### src/common/ti_mem_consts.svh
/*
  TI-99/4A memory map constants
  Bus widths, window compare codes and bank address widths
*/

`ifndef TI_MEM_CONSTS_SVH
`define TI_MEM_CONSTS_SVH

// ==================================================
// Bus widths
// ==================================================
`define TI_ADDR_W      23        // Word address, CPU A15 sits at bit 14
`define TI_DATA_W      16
`define TI_BYTE_W      8         // One byte lane

// ==================================================
// Bank address widths
// ==================================================
`define TI_PAD_AW      9         // Scratchpad, 512 words
`define TI_BANK_AW     14        // GROM ext and RAM exp, 16K words each

// ==================================================
// Window compare codes
// ==================================================
`define TI_PAD_BASE    14'h0020  // addr[22:9], 1K at word 0x4000
`define TI_GROM_BASE   8'h01     // addr[22:15], GROM window
`define TI_RAM_LOW     11'h001   // addr[22:12], low expansion at 0x1000
`define TI_RAM_MID     11'h005   // addr[22:12], 0x5000
`define TI_RAM_HIGH    10'h003   // addr[22:13], 0x6000..0x7FFF
`define TI_CART_LO     3'h1      // addr[22:20], cartridge area 0x100000
`define TI_CART_HI     3'h2      // addr[22:20], up to 0x2FFFFF

// CPU bits 14..12 inside GROM window
`define TI_GEXT_FIRST  3'h3      // First writable GROM slot
`define TI_GEXT_LAST   3'h6      // Last one, 111 stays system side
`define TI_FOLD_CODE   3'h2      // RAM exp fold, top bank bits forced to zero

`endif

### src/common/ti_mem_pkg.sv
/*
  TI-99/4A memory map types
  Vector typedefs for bus words and the folded bank addresses
*/

package ti_mem_pkg;

  `include "ti_mem_consts.svh"

  // ==================================================
  // Bus side
  // ==================================================

  // 23-bit word address as it leaves the CPU bus
  typedef logic [`TI_ADDR_W-1:0] word_addr_t;

  typedef logic [`TI_DATA_W-1:0] data_t;   // Full data word
  typedef logic [`TI_BYTE_W-1:0] byte_t;   // Single lane

  // ==================================================
  // Bank side
  // ==================================================

  // Folded address into a 16K word bank
  typedef logic [`TI_BANK_AW-1:0] bank_addr_t;

  typedef logic [`TI_PAD_AW-1:0] pad_addr_t;  // Scratchpad word index

endpackage

### src/memory_map/read_select.sv
/*
  Read data selector
  Picks the bank read word by priority from the registered window selects
*/

`timescale 1ns/1ps

module read_select
  import ti_mem_pkg::*;
(
  input  logic  clk,
  input  logic  i_reset,
  input  logic  i_pad_sel_q,
  input  logic  i_grom_sel_q,
  input  logic  i_ram_sel_q,
  input  data_t i_pad_data,
  input  data_t i_grom_data,
  input  data_t i_ram_data,
  output data_t o_rd_data
);

  // ==================================================
  // Priority mux
  // ==================================================
  always_comb
  begin
    if (i_reset)
    begin
      o_rd_data = '0;            // Held at zero during reset
    end
    else if (i_pad_sel_q)
    begin
      o_rd_data = i_pad_data;    // Scratchpad first
    end
    else if (i_grom_sel_q)
    begin
      o_rd_data = i_grom_data;   // Cartridge GROM space
    end
    else if (i_ram_sel_q)
    begin
      o_rd_data = i_ram_data;
    end
    else
    begin
      o_rd_data = '0;            // Unmapped, ROM and system GROM
    end
  end

endmodule

### config.mk
export PLATFORM = sky130hd
export DESIGN_NAME = read_select
export DESIGN_NICKNAME = d
export VERILOG_FILES = /design/src/common/ti_mem_pkg.sv /design/src/memory_map/read_select.sv
export VERILOG_INCLUDE_DIRS = /design/src /design/src/common
export SDC_FILE = /design/constraint.sdc
export NUM_CORES = 1
export LEC_CHECK = 0
export BUFFER_PORTS_ARGS = -buffer_cell sky130_fd_sc_hd__buf_2
export CAP_MARGIN = 10
export CORE_MARGIN = 2
export CORE_UTILIZATION = 25
export DETAILED_ROUTE_END_ITERATION = 8
export PLACE_DENSITY = 0.77
export SLEW_MARGIN = 0
export SYNTH_ARGS = -nofsm -noshare
export SYNTH_HDL_FRONTEND = slang
export SYNTH_SLANG_ARGS = --single-unit
### constraint.sdc
create_clock -name vclk -period 2.2
set_clock_uncertainty 0.15 [all_clocks]
set_input_delay 0.44 -clock vclk [all_inputs]
set_output_delay 0.44 -clock vclk [all_outputs]
set_load 0.1 [all_outputs]
==> out/summary.txt <==
Status = completed
Synth Instances = 73
IO Pins = 69
Drt initial violations = 2
Hold path startpoint = i_pad_data[8]
# fillers = 161
Headroom to the max-slew limit = 47.0%
Synth Warn # = 0
Antenna violations before repair = 0
Layout cells sized above 1 = 64.2%
DIE AREA = 2550 µm²
Hold Vio Cnt, Final = 0
Sequential cell count = 0
Buffers on Ports = 68
Crit share post-route = 94.5%
Number of library cell types mapped by synthesis = 10
Worst Setup End Kind = output port
Final TNS setup = 0 ps
Multi-input gate area in the final layout = 621 µm²
ANT cells = 0
Core ar. = 2000 µm²
Dpl hpwl = 1.78 mm
Overflow left after global routing = 0
Hold Path Class = in2out
Vias in the first global route = 808
Crit Path Class = in2out
Final #Nets = 189
Cell area after placement = 1340 µm²
WHS Endpoint = o_rd_data[8]
Crit path DAT = 1490 ps
First-pass GRT wire length = 3.57 mm
Area added between synthesis and finish = 147%
Fmax achieved = 481 MHz
Mean routed wirelength per cell = 13.3 µm
DRT antenna net count = 0
DRC viols = 0
Worst-margin pin slew = 795 ps
Routed WL = 2.15 mm
Cell area after synthesis = 541 µm²
DR pass1 iterations = 2
Register area share after synthesis = 0%
Clock Buffer Count = 0
Smallest hold slack = 1150 ps
Avg Inst Size Synth = 7.40 µm²
RePlAce Congestion = 0.628
Routed vias/inst = 5.01
Max_cap viols = 0
Syn Nets = 126
Minimum clock period = 2080 ps
Pleak = 0.605 nW
Fin util = 66.8%
Storage cell area = 0 µm²
Chip Width = 50.5 µm
Max-slew violations = 0
Power Density = 327 nW/µm²
Global-route usage over all layers = 17.1%
Vias = 807
Row Count = 16
RSZ-0062 raised after global routing = no
DIE HEIGHT = 50.5 µm
Starting density of the core = 27.0%
Post-route design area = 1340 µm²
CP Max Fanout = 32
Endpoints failing setup = 0
WHS Path Cells = 4
Largest net degree at the start of global routing = 33
Max IR drop VDD = 0.000225 V
Startpoint types = input port
WP data required = 1610 ps
[cell usage after synthesis]
| library cell | number | share of area (%) |
|---|---|---|
| a21oi_1 | 16 | 15 |
| inv_1 | 16 | 11 |
| nand3b_1 | 16 | 22 |
| a221oi_2 | 14 | 39 |
| buf_2 | 5 | 4.6 |
| a221oi_1 | 2 | 3.2 |
| buf_4 | 1 | 1.4 |
| buf_6 | 1 | 2.1 |
| clkbuf_1 | 1 | 0.69 |
| clkbuf_2 | 1 | 0.93 |
[worst max-delay path, cell delays in order]
cell	delay (ps)
clkbuf_4	240
nand3b_1	260
a221oi_4	330
buf_12	210
[metrics by stage]
| step | std cells | total power (W) | worst slack, ps |
|---|---|---|---|
| 2_1_floorplan | 73 | 0.000282 | -68.6 |
| 3_5_place_dp | 161 | 0.000441 | 59.8 |
| 4_1_cts | 161 | 0.000441 | 65.1 |
| 5_1_grt | 161 | 0.000457 | 54.8 |
| 3_3_place_gp | 161 | 0.000431 | 107 |
| 6_report | 161 | 0.000438 | 122 |
[cell type report]
| cell class | count | share of cell area (%) |
|---|---|---|
| inverter | 16 | 4.49 |
| multi-input combinational | 48 | 46.4 |
| tap | 27 | 2.53 |
| timing repair buffer | 70 | 46.6 |
[where the power goes]
part	switching, W	internal, W	leakage [nW]
clock network	0	0	0
registers	0	0	0
logic	0.000269	0.000168	0.605
total	0.000269	0.000168	0.605
[layer usage]
layer	wire length, µm	share of wire [%]	global-route usage (%)
met2	1230	57	36.6
met3	157	7.3	0.893
met5	0	0	0
met4	0	0	0
met1	756	35	19.0
[kinds of logic after synthesis]
group	after synthesis	synth area share [%]
and+or+nand+nor	16	22.2
AOI/OAI and AO/OA	32	56.9
buffers and inverters	25	20.8
[what timing repair did]
| action | 4_1_cts | 5_1_grt |
|---|---|---|
| hold buffers | 0 | 0 |
| resized for setup | 0 | 1 |
| setup buffers | 0 | 0 |
| endpoints found under the setup margin | 0 | 10 |
[worst max-delay path by stage]
| stage | start | end | slack [ps] | depth (start not counted) |
|---|---|---|---|---|
| 2_1_floorplan | i_ram_sel_q | o_rd_data[11] | -70 | 4 |
| 3_3_place_gp | i_grom_sel_q | o_rd_data[15] | 110 | 4 |
| 3_5_place_dp | i_grom_sel_q | o_rd_data[4] | 60 | 4 |
| 4_1_cts | i_grom_sel_q | o_rd_data[4] | 70 | 4 |
| 5_1_grt | i_grom_sel_q | o_rd_data[14] | 50 | 4 |
| 6_report | i_grom_sel_q | o_rd_data[14] | 120 | 4 |
[cell usage in the layout, fill, tap and decap left out]
| cell | instances |
|---|---|
| buf_2 | 51 |
| buf_12 | 18 |
| inv_1 | 16 |
| nand3b_1 | 16 |
| a21oi_1 | 16 |
| a221oi_4 | 16 |
| clkbuf_4 | 1 |
Note: power is estimated with default switching activity, not from simulation.
