`src/common/ti_mem_consts.svh`:
```
/*
  TI-99/4A memory map constants
  Bus widths, window compare codes and bank address widths
*/

`ifndef TI_MEM_CONSTS_SVH
`define TI_MEM_CONSTS_SVH

// ==================================================
// Bus widths
// ==================================================
`define TI_ADDR_W      23        // Word address, CPU A15 sits at bit 14
`define TI_DATA_W      16
`define TI_BYTE_W      8         // One byte lane

// ==================================================
// Bank address widths
// ==================================================
`define TI_PAD_AW      9         // Scratchpad, 512 words
`define TI_BANK_AW     14        // GROM ext and RAM exp, 16K words each

// ==================================================
// Window compare codes
// ==================================================
`define TI_PAD_BASE    14'h0020  // addr[22:9], 1K at word 0x4000
`define TI_GROM_BASE   8'h01     // addr[22:15], GROM window
`define TI_RAM_LOW     11'h001   // addr[22:12], low expansion at 0x1000
`define TI_RAM_MID     11'h005   // addr[22:12], 0x5000
`define TI_RAM_HIGH    10'h003   // addr[22:13], 0x6000..0x7FFF
`define TI_CART_LO     3'h1      // addr[22:20], cartridge area 0x100000
`define TI_CART_HI     3'h2      // addr[22:20], up to 0x2FFFFF

// CPU bits 14..12 inside GROM window
`define TI_GEXT_FIRST  3'h3      // First writable GROM slot
`define TI_GEXT_LAST   3'h6      // Last one, 111 stays system side
`define TI_FOLD_CODE   3'h2      // RAM exp fold, top bank bits forced to zero

`endif

```
`src/common/ti_mem_pkg.sv`:
```
/*
  TI-99/4A memory map types
  Vector typedefs for bus words and the folded bank addresses
*/

package ti_mem_pkg;

  `include "ti_mem_consts.svh"

  // ==================================================
  // Bus side
  // ==================================================

  // 23-bit word address as it leaves the CPU bus
  typedef logic [`TI_ADDR_W-1:0] word_addr_t;

  typedef logic [`TI_DATA_W-1:0] data_t;   // Full data word
  typedef logic [`TI_BYTE_W-1:0] byte_t;   // Single lane

  // ==================================================
  // Bank side
  // ==================================================

  // Folded address into a 16K word bank
  typedef logic [`TI_BANK_AW-1:0] bank_addr_t;

  typedef logic [`TI_PAD_AW-1:0] pad_addr_t;  // Scratchpad word index

endpackage

```
`src/memory_map/mem_decoder.sv`:
```
/*
  Memory map decoder
  Splits the CPU word address into scratchpad, GROM extension and
  RAM expansion windows, builds lane write enables and bank addresses
*/

`timescale 1ns/1ps

`include "ti_mem_consts.svh"

module mem_decoder
  import ti_mem_pkg::*;
(
  input  logic       clk,
  input  logic       i_reset,
  input  word_addr_t i_addr,
  input  logic       i_ramwe,       // Active low strobes
  input  logic       i_ramoe,
  input  logic       i_ramlb,
  input  logic       i_ramub,
  output logic       o_pad_we_lo,
  output logic       o_pad_we_hi,
  output logic       o_grom_we_lo,
  output logic       o_grom_we_hi,
  output logic       o_ram_we_lo,
  output logic       o_ram_we_hi,
  output pad_addr_t  o_pad_addr,
  output bank_addr_t o_grom_addr,
  output bank_addr_t o_ram_addr,
  output logic       o_pad_sel_q,   // Registered, lines up with RAM read
  output logic       o_grom_sel_q,
  output logic       o_ram_sel_q
);

  // ==================================================
  // Window decode
  // ==================================================
  logic       pad_sel;
  logic       grom_win;
  logic       grom_sel;
  logic       ram_sel;
  logic [2:0] cpu_hi;     // CPU A15..A13 as word bits 14..12
  logic [1:0] ram_top;

  assign cpu_hi  = i_addr[14:12];
  assign pad_sel = (i_addr[22:9] == `TI_PAD_BASE);

  // Whole GROM window, only part of it is writable
  assign grom_win = (i_addr[22:15] == `TI_GROM_BASE);
  assign grom_sel = grom_win && (cpu_hi >= `TI_GEXT_FIRST) && (cpu_hi <= `TI_GEXT_LAST);

  assign ram_sel = (i_addr[22:12] == `TI_RAM_LOW)
                || (i_addr[22:12] == `TI_RAM_MID)
                || (i_addr[22:13] == `TI_RAM_HIGH)
                || (i_addr[22:20] == `TI_CART_LO)    // Cartridge area
                || (i_addr[22:20] == `TI_CART_HI);

  // Fold 32K of CPU space into one 16K bank
  assign ram_top = (cpu_hi == `TI_FOLD_CODE) ? 2'b00 : i_addr[13:12];

  // ==================================================
  // Bank addresses and lane write enables
  // ==================================================
  assign o_pad_addr  = i_addr[`TI_PAD_AW-1:0];
  assign o_grom_addr = i_addr[`TI_BANK_AW-1:0];
  assign o_ram_addr  = {ram_top, i_addr[11:0]};

  assign o_pad_we_lo  = pad_sel  && !i_ramwe && !i_ramlb;   // Bits 7..0
  assign o_pad_we_hi  = pad_sel  && !i_ramwe && !i_ramub;   // Bits 15..8
  assign o_grom_we_lo = grom_sel && !i_ramwe && !i_ramlb;
  assign o_grom_we_hi = grom_sel && !i_ramwe && !i_ramub;
  assign o_ram_we_lo  = ram_sel  && !i_ramwe && !i_ramlb;
  assign o_ram_we_hi  = ram_sel  && !i_ramwe && !i_ramub;

  // Read selects, one cycle behind the address like the RAM data
  always_ff @(posedge clk)
  begin
    if (i_reset)
    begin
      o_pad_sel_q  <= 1'b0;
      o_grom_sel_q <= 1'b0;
      o_ram_sel_q  <= 1'b0;
    end
    else
    begin
      o_pad_sel_q  <= pad_sel  && !i_ramoe;  // No output enable, reads zero
      o_grom_sel_q <= grom_sel && !i_ramoe;
      o_ram_sel_q  <= ram_sel  && !i_ramoe;
    end
  end

endmodule

```
`config.mk`:
```
export PLATFORM = sky130hd
export DESIGN_NAME = mem_decoder
export DESIGN_NICKNAME = d
export VERILOG_FILES = /design/src/common/ti_mem_pkg.sv /design/src/memory_map/mem_decoder.sv
export VERILOG_INCLUDE_DIRS = /design/src /design/src/common
export SDC_FILE = /design/constraint.sdc
export NUM_CORES = 1
export LEC_CHECK = 0
export ABC_AREA = 1
export BUFFER_PORTS_ARGS = -buffer_cell sky130_fd_sc_hd__buf_2
export CAP_MARGIN = 20
export CORE_MARGIN = 2
export CORE_UTILIZATION = 32
export CTS_BUF_LIST = sky130_fd_sc_hd__clkbuf_2
export CTS_CLUSTER_DIAMETER = 80
export DETAILED_ROUTE_END_ITERATION = 7
export GPL_TIMING_DRIVEN = 1
export PLACE_DENSITY_LB_ADDON = 0.25
export RECOVER_POWER = 50
export SYNTH_ARGS = -nofsm -noshare
export SYNTH_HDL_FRONTEND = slang
export SYNTH_SLANG_ARGS = --single-unit
```
`constraint.sdc`:
```
create_clock -name clk -period 0.8 [get_ports clk]
set_input_delay 0.08 -clock clk [delete_from_list [all_inputs] [get_ports clk]]
set_output_delay 0.08 -clock clk [all_outputs]
set_load 0.01 [all_outputs]
```
==> run summary, run 1 <==
Slew Limit Fails - 0
most instantiated library cell after synthesis - buf_4
RSZ-0062 raised after global routing - true
number of register bits inferred by synthesis - 3
clock buffer count from CTS - 3
area grow syn2layout - 51.0%
final core utilization - 50.2%
area fraction of the dominant cell type after synthesis - 46.8%
Total Nets Final - 144
maximum VDD drop - 0.000244 V
number of vias after detailed routing - 560
cell type with the highest aggregate area in the netlist - buf_4
share of power burned in the clock network - 30.0%
signal arrival time at the worst endpoint - 0.90 ns
instance count after placement with tap cells included - 121
cells after synthesis - 92
critical path peak fanout - 3
fraction of final layout cells sized beyond drive strength 1 - 74.6%
Avg Synthesized Cell Area - 6.11 um^2
final period utilization - 123%
maxcap violations - 0
detailed-route DRC error count - 0
slew at the pin with the worst max-slew slack - 0.215 ns
vertical die dimension - 45.9 um
area of the die - 0.00211 mm^2
power share of the sequential group - 21.7%
row count - 15
number of synthesized flops with an enable pin - 0
Crit. End Element - output port
fraction of power consumed by combinational cells - 48.3%
total half-perimeter wirelength after legalization and detailed placement - 884 um
switching power of the nets - 0.000233 W
largest net degree at the start of global routing - 7
count of buffers from port buffering - 38
area of the core - 0.00169 mm^2
number of inserted filler cells in the final layout - 178
switching share of power - 33.3%
Overall Global Routing Usage - 11.5%
final hold violation count - 0
RD Place Congestion - 0.707
Clk Tree Root Cell - clkbuf_2
path type of the worst min-delay path - input pin to output port
Endpoint, Worst Hold - o_grom_addr[1]
maximum number of buffers from clock root to sink - 2
violated checks - setup timing
horizontal die dimension - 45.9 um
Area contributors post-synth - buf_4 47%, dfxtp_1 11%, nor2_1 11%, nand2_1 8.7%, nor2_2 4.5%
combined area of all synthesized cells - 562 um^2
startpoint of the worst hold path - i_addr[1]
Post-Place Setup Slack - -0.200 ns
number of routed nets with antenna violations - 0
setup TNS after final layout - -0.964 ns
Data required, critical path - 0.72 ns
wirelength, routed - 1370 um
post-layout worst setup margin - -0.184 ns
number of standard cells in the layout, taps in and fillers out - 131
startpoint class of the critical path - input pin
level count of the clock H-tree - 1
detailed-route vias per instance - 4.27
result of the run - finished with violations
number of sinks handled by clock tree synthesis - 3
worst slew slack as a fraction of its limit - 85.6%
most used standard cells in the synthesized netlist - 35 x buf_4, 16 x nor2_1, 13 x nand2_1
I/O Pins - 75
FFs w/ async S/R, synth - 0%
number of antenna violations at the first check in global routing - 0
number of nets produced by synthesis - 121
count of warnings emitted by yosys - 0
CTS tree - built
Int Pwr - 0.000468 W
Antenna Diode Count - 0
WL per Instance - 10.4 um
# setup viols final - 7
most used flip-flop cell after synthesis - dfxtp_1
distinct cell type count of the synthesized netlist - 15
grt total ovfl - 0
initial core utilization - 33.3%
hold-fix buffer count after cts - 0
standby leakage power - 0.447 nW
total power per unit cell area - 826 mW/mm^2
highest attainable clock frequency - 1.02 GHz
fraction of the yosys area taken by sequential cells - 10.7%
number of global-route vias before repair - 496
fin crit period - 0.984 ns
global-route wire length before repair - 1770 um
critical path type - input pin to output port
Starting DRT DRC Count - 2
total power draw - 0.000701 W
worst hold path cell count - 0
Detailed Routing Iterations Pass 1 - 4
## placed cells by master (no fill, tap or decap), drive strengths merged
| cell | n |
|---|---|
| a21oi | 2 |
| nand3 | 5 |
| clkbuf | 4 |
| nor3 | 1 |
| nor2 | 20 |
| dfxtp | 3 |
| inv | 8 |
| nor4 | 1 |
| or2 | 1 |
| o21ai | 1 |
| clkinv | 1 |
| nand2 | 13 |
| buf | 54 |
## how the worst max path moves through the flow
stage               startpoint           to  slack, ns
finish              i_addr[22]  o_ram_we_hi      -0.18
global route        i_addr[13]  o_ram_we_hi      -0.26
CTS                 i_addr[21]  o_ram_we_lo      -0.15
detailed placement  i_addr[21]  o_ram_we_hi      -0.20
global placement    i_addr[21]  o_ram_we_lo      -0.19
floorplan           i_addr[21]  o_ram_we_hi       0.02
## routing by layer
layer	wire length, um	part of all wire [%]	up-vias	GRT usage (%)
met5	0	0	-	0
met4	0	0	0	5.71
met3	126	9.2	0	1.98
met2	806	59	23	23.1
met1	432	32	250	10.8
li1	-	-	287	-
## power groups by stage
stage	clock network (W)	registers (W)	logic, W
floorplan	0	0.000155	0.000243
global placement	0	0.000154	0.000201
detailed placement	0	0.000155	0.000204
CTS	0.000224	0.000152	0.000295
global route	0.000225	0.000152	0.000366
finish	0.000210	0.000152	0.000339
## kinds of logic (layout without fill, tap and decap cells)
family,Yosys count,after routing,synth area share (%)
flops,3,3,10.7
buf+inv,45,67,53.5
simple gates,41,41,33.2
compound gates,3,3,2.67
## per-stage QoR
step | hold slack [ns] | cell area, um^2
after floorplan | 0.208 | 562
after global placement | 0.160 | 582
after detailed placement | 0.160 | 582
after CTS | 0.160 | 779
after global routing | 0.160 | 848
final | 0.160 | 848
## what timing repair did
item	in CTS	in global routing
setup endpoints to repair	6	8
pin swaps	11	14
gates resized for setup	34	21
buffers inserted	7	1
hold endpoints to repair	0	0
cloned	0	0
## critical path, cell delays in order
cell and delay, ns:
buf_6 0.10, nor2_4 0.12, nand3_4 0.11, nor2_4 0.11
nor2_2 0.04, nand2_2 0.06, nand2_2 0.06, nor2_1 0.09
buf_2 0.13
## flip-flops by register name (all words and copies together) (netlist names)
signal        count
o_grom_sel_q      1
o_ram_sel_q       1
o_pad_sel_q       1
## layout make-up
type,count,area [um^2],share of cell area (%)
clock buffer,4,20.0,2.36
inverter,9,51.3,6.05
multi-input combinational,44,292,34.4
sequential,3,60.1,7.08
tap,17,21.3,2.51
timing repair buffer,54,404,47.6
No activity file was read; power rests on OpenSTA's default activity.
==> inputs of run 2 (changes only) <==
--- a/config.mk
+++ b/config.mk
@@ -17,6 +17,7 @@
 export GPL_TIMING_DRIVEN = 1
 export PLACE_DENSITY_LB_ADDON = 0.25
 export RECOVER_POWER = 50
+export SETUP_SLACK_MARGIN = 0.3
 export SYNTH_ARGS = -nofsm -noshare
 export SYNTH_HDL_FRONTEND = slang
 export SYNTH_SLANG_ARGS = --single-unit
==> run summary, run 2 (synthesis results as in run 1) <==
initial core utilization - 33.3%
Clk Tree Root Cell - clkbuf_2
critical path peak fanout - 3
Detailed Routing Iterations Pass 1 - 4
wirelength, routed - 1420 um
startpoint class of the critical path - input pin
slew at the pin with the worst max-slew slack - 0.185 ns
highest attainable clock frequency - 1.01 GHz
number of sinks handled by clock tree synthesis - 3
row count - 15
final period utilization - 123%
switching power of the nets - 0.000269 W
level count of the clock H-tree - 1
I/O Pins - 75
Data required, critical path - 0.72 ns
area of the die - 0.00211 mm^2
detailed-route vias per instance - 4.30
signal arrival time at the worst endpoint - 0.91 ns
count of buffers from port buffering - 38
worst slew slack as a fraction of its limit - 87.6%
WL per Instance - 10.5 um
startpoint of the worst hold path - i_addr[11]
vertical die dimension - 45.9 um
fraction of power consumed by combinational cells - 52.1%
hold-fix buffer count after cts - 0
start point of the critical path - i_addr[22]
area of the core - 0.00169 mm^2
CTS tree - built
CP Cell Sequence - buf_6, nor2_4, nand3_4, nor2_2, nor2_1, nand2_2, nand2_4, nor2_4, buf_6
placed inst area - 672 um^2
clock buffer count from CTS - 3
Antenna Diode Count - 0
RSZ-0062 raised after global routing - true
horizontal die dimension - 45.9 um
result of the run - finished with violations
standby leakage power - 0.501 nW
most frequent cells in the layout - 23 x buf_6, 18 x buf_2, 14 x buf_4
Total Nets Final - 148
number of inserted filler cells in the final layout - 132
Int Pwr - 0.000506 W
number of vias after detailed routing - 581
total half-perimeter wirelength after legalization and detailed placement - 952 um
commonest non-fill, non-tap cell in the layout - buf_6
maxcap violations - 0
maximum number of buffers from clock root to sink - 2
Crit. End Element - output port
Starting DRT DRC Count - 9
fin crit period - 0.987 ns
total power draw - 0.000775 W
share of power burned in the clock network - 28.3%
number of antenna violations at the first check in global routing - 0
Crit path largest cell delay - 0.12 ns
largest net degree at the start of global routing - 7
switching share of power - 34.8%
RD Place Congestion - 0.726
total power per unit cell area - 756 mW/mm^2
# setup viols final - 8
number of global-route vias before repair - 550
number of routed nets with antenna violations - 0
post-layout worst setup margin - -0.187 ns
area grow syn2layout - 82.6%
library cell contributing the largest single delay on the critical path - nor2_4
grt total ovfl - 0
largest registers - o_grom_sel_q: 1 flops, o_pad_sel_q: 1 flops, o_ram_sel_q: 1 flops
critical path type - input pin to output port
path type of the worst min-delay path - input pin to flop
Overall Global Routing Usage - 14.0%
clock edge transition at the registers on the reported setup and hold paths - 0.04 ns
Slew Limit Fails - 0
violated checks - setup timing
maximum VDD drop - 0.000430 V
cell area after layout - 0.00103 mm^2
detailed-route DRC error count - 0
fraction of final layout cells sized beyond drive strength 1 - 89.8%
power share of the sequential group - 19.6%
final hold violation count - 0
global-route wire length before repair - 2130 um
run 2: changes by cell type in the layout (fill, tap and decap cells not counted), moves of 3 or more:
cell | before | now
nor2_1 | 11 | 3
buf_2 | 28 | 18
nor2_2 | 3 | 10
inv_2 | 3 | 6
buf_6 | 9 | 23
run 2: cell type report:
cell class                 instances  area (um^2)  area share [%]
clock buffer                       4         20.0            1.95
inverter                           9         48.8            4.76
multi-input combinational         44          370            36.1
sequential                         3         61.3            5.98
tap                               17         21.3            2.07
timing repair buffer              58          504            49.1
run 2: path summary, 6_finish.rpt:
kind	to	slack, ns	depth (start not counted)
worst max-delay path	o_ram_we_hi	-0.19	9
worst min-delay path	o_pad_sel_q$_SDFF_PP0_	0.16	4
run 2: metal layers:
layer,share of wire [%],GRT usage [%]
met1,32,11.7
met2,58,27.8
met3,8.6,3.57
met4,1.2,9.14
met5,0,0
run 2: stage by stage:
step	setup TNS (ns)	instances	hold WS [ns]	util (%)	setup slack [ns]
2_1_floorplan	0	92	0.179	-	0.0549
4_1_cts	-0.798	133	0.147	55.0	-0.173
6_report	-0.902	135	0.160	60.7	-0.187
5_1_grt	-1.40	135	0.158	60.7	-0.265
3_3_place_gp	-1.57	123	0.160	39.8	-0.258
3_5_place_dp	-1.67	123	0.160	39.8	-0.270
run 2: what timing repair did:
| action | in CTS | in global routing |
|---|---|---|
| gates resized for setup | 46 | 25 |
| setup buffers | 6 | 2 |
| setup endpoints to repair | 22 | 15 |
| pin swaps | 14 | 11 |
run 2: power groups by stage:
stage / Combinational (W) / Sequential [W] / Clock (W)
finish: 0.000404 / 0.000152 / 0.000219
global route: 0.000432 / 0.000151 / 0.000240
CTS: 0.000361 / 0.000152 / 0.000228
detailed placement: 0.000250 / 0.000154 / 0
global placement: 0.000247 / 0.000154 / 0
floorplan: 0.000261 / 0.000155 / 0
run 2: critical path, delay by kind of cell:
kind,cells,cell delay (ns)
simple gates,7,0.62
buf+inv,2,0.20
==> inputs of run 3 (changes only) <==
--- a/config.mk
+++ b/config.mk
@@ -9,6 +9,7 @@
 export ABC_AREA = 1
 export BUFFER_PORTS_ARGS = -buffer_cell sky130_fd_sc_hd__buf_2
 export CAP_MARGIN = 20
+export CORE_ASPECT_RATIO = 1.25
 export CORE_MARGIN = 2
 export CORE_UTILIZATION = 32
 export CTS_BUF_LIST = sky130_fd_sc_hd__clkbuf_2
==> run summary, run 3 (synthesis results as in run 1) <==
worst slew slack as a fraction of its limit - 85.9%
horizontal die dimension - 41.5 um
vertical die dimension - 50.8 um
Total Nets Final - 143
final period utilization - 123%
commonest non-fill, non-tap cell in the layout - buf_6
final core utilization - 61.4%
path type of the worst min-delay path - input pin to flop
post-layout worst setup margin - -0.185 ns
Starting DRT DRC Count - 2
area of the core - 0.00160 mm^2
fin crit period - 0.985 ns
largest net degree at the start of global routing - 7
area grow syn2layout - 75.1%
area used by sequential logic in the layout - 62.6 um^2
number of global-route vias before repair - 558
setup TNS after final layout - -1.02 ns
Detailed Routing Iterations Pass 1 - 4
total power draw - 0.000753 W
# setup viols final - 7
number of standard cells in the layout, taps in and fillers out - 131
WL per Instance - 10.5 um
fraction of final layout cells sized beyond drive strength 1 - 87.6%
signal arrival time at the worst endpoint - 0.91 ns
most frequent cells in the layout - 23 x buf_6, 17 x buf_2, 9 x nor2_2
Overall Global Routing Usage - 13.0%
level count of the clock H-tree - 1
minimum hold slack - 0.153 ns
Slew Limit Fails - 0
critical path type - input pin to output port
row count - 16
Clk Tree Root Cell - clkbuf_2
maxcap violations - 0
largest registers - o_grom_sel_q: 1 flops, o_pad_sel_q: 1 flops, o_ram_sel_q: 1 flops
area taken by multi-input logic gates - 340 um^2
area of the die - 0.00211 mm^2
Data required, critical path - 0.72 ns
number of sinks handled by clock tree synthesis - 3
RD Place Congestion - 0.689
maximum VDD drop - 0.000347 V
total half-perimeter wirelength after legalization and detailed placement - 960 um
clock buffer count from CTS - 3
critical path peak fanout - 3
standby leakage power - 0.466 nW
number of inserted filler cells in the final layout - 137
count of buffers from port buffering - 38
detailed-route vias per instance - 4.34
wirelength, routed - 1380 um
Crit. End Element - output port
global-route wire length before repair - 2170 um
I/O Pins - 75
CTS tree - built
final hold violation count - 0
slew at the pin with the worst max-slew slack - 0.210 ns
total power per unit cell area - 765 mW/mm^2
violated checks - setup timing
maximum number of buffers from clock root to sink - 2
number of vias after detailed routing - 569
initial core utilization - 35.1%
RSZ-0062 raised after global routing - true
Antenna Diode Count - 0
highest attainable clock frequency - 1.02 GHz
detailed-route DRC error count - 0
number of routed nets with antenna violations - 0
result of the run - finished with violations
clock edge transition at the registers on the reported setup and hold paths - 0.04 ns
number of antenna violations at the first check in global routing - 0
instance count after placement with tap cells included - 123
grt total ovfl - 0
startpoint class of the critical path - input pin
==> run 3: where the power goes <==
group / total (W) / internal (W) / switching [W]
Clock: 0.000216 / 0.000132 / 0.0000845
Combinational: 0.000384 / 0.000216 / 0.000168
Sequential: 0.000152 / 0.000152 / 0.000000594
Total: 0.000753 / 0.000499 / 0.000253
==> run 3: cell type report <==
| class | instances | share of cell area [%] |
|---|---|---|
| Inverter | 9 | 4.96 |
| Sequential cell | 3 | 6.36 |
| Timing Repair Buffer | 53 | 49.7 |
| Tap cell | 18 | 2.29 |
| Multi-Input combinational cell | 44 | 34.6 |
| Clock buffer | 4 | 2.04 |
==> run 3: timing repair <==
item | 4_1_cts | 5_1_grt
endpoints found under the setup margin | 22 | 15
resized for setup | 47 | 23
pin swaps | 16 | 10
hold buffers | 0 | 0
buffers inserted | 3 | 1
==> run 3: final timing paths <==
check                 startpoint                      to  slack, ns  cells after the start
worst max-delay path  i_addr[15]             o_ram_we_hi      -0.19                      9
worst min-delay path  i_addr[11]  o_pad_sel_q$_SDFF_PP0_       0.15                      4
==> run 3: per-stage QoR <==
step | setup slack (ns) | instance area [um^2]
final | -0.185 | 983
after global routing | -0.269 | 983
after CTS | -0.180 | 896
after detailed placement | -0.280 | 666
after global placement | -0.259 | 666
after floorplan | 0.0549 | 637
==> run 3: metal layers <==
metal | GRT usage [%] | up-vias | part of all wire, %
li1 | - | 287 | -
met1 | 13.2 | 253 | 31
met2 | 23.7 | 25 | 59
met3 | 3.18 | 4 | 9.0
met4 | 8.06 | 0 | 0.65
met5 | 0 | - | 0
==> run 3: critical path, stage by stage <==
cell and delay (ns):
buf_8 0.10, nor2_4 0.10, nand3_2 0.09, nor2_4 0.12
nor2_2 0.05, nand2_2 0.09, nand2_4 0.07, nor2_4 0.10
buf_6 0.10
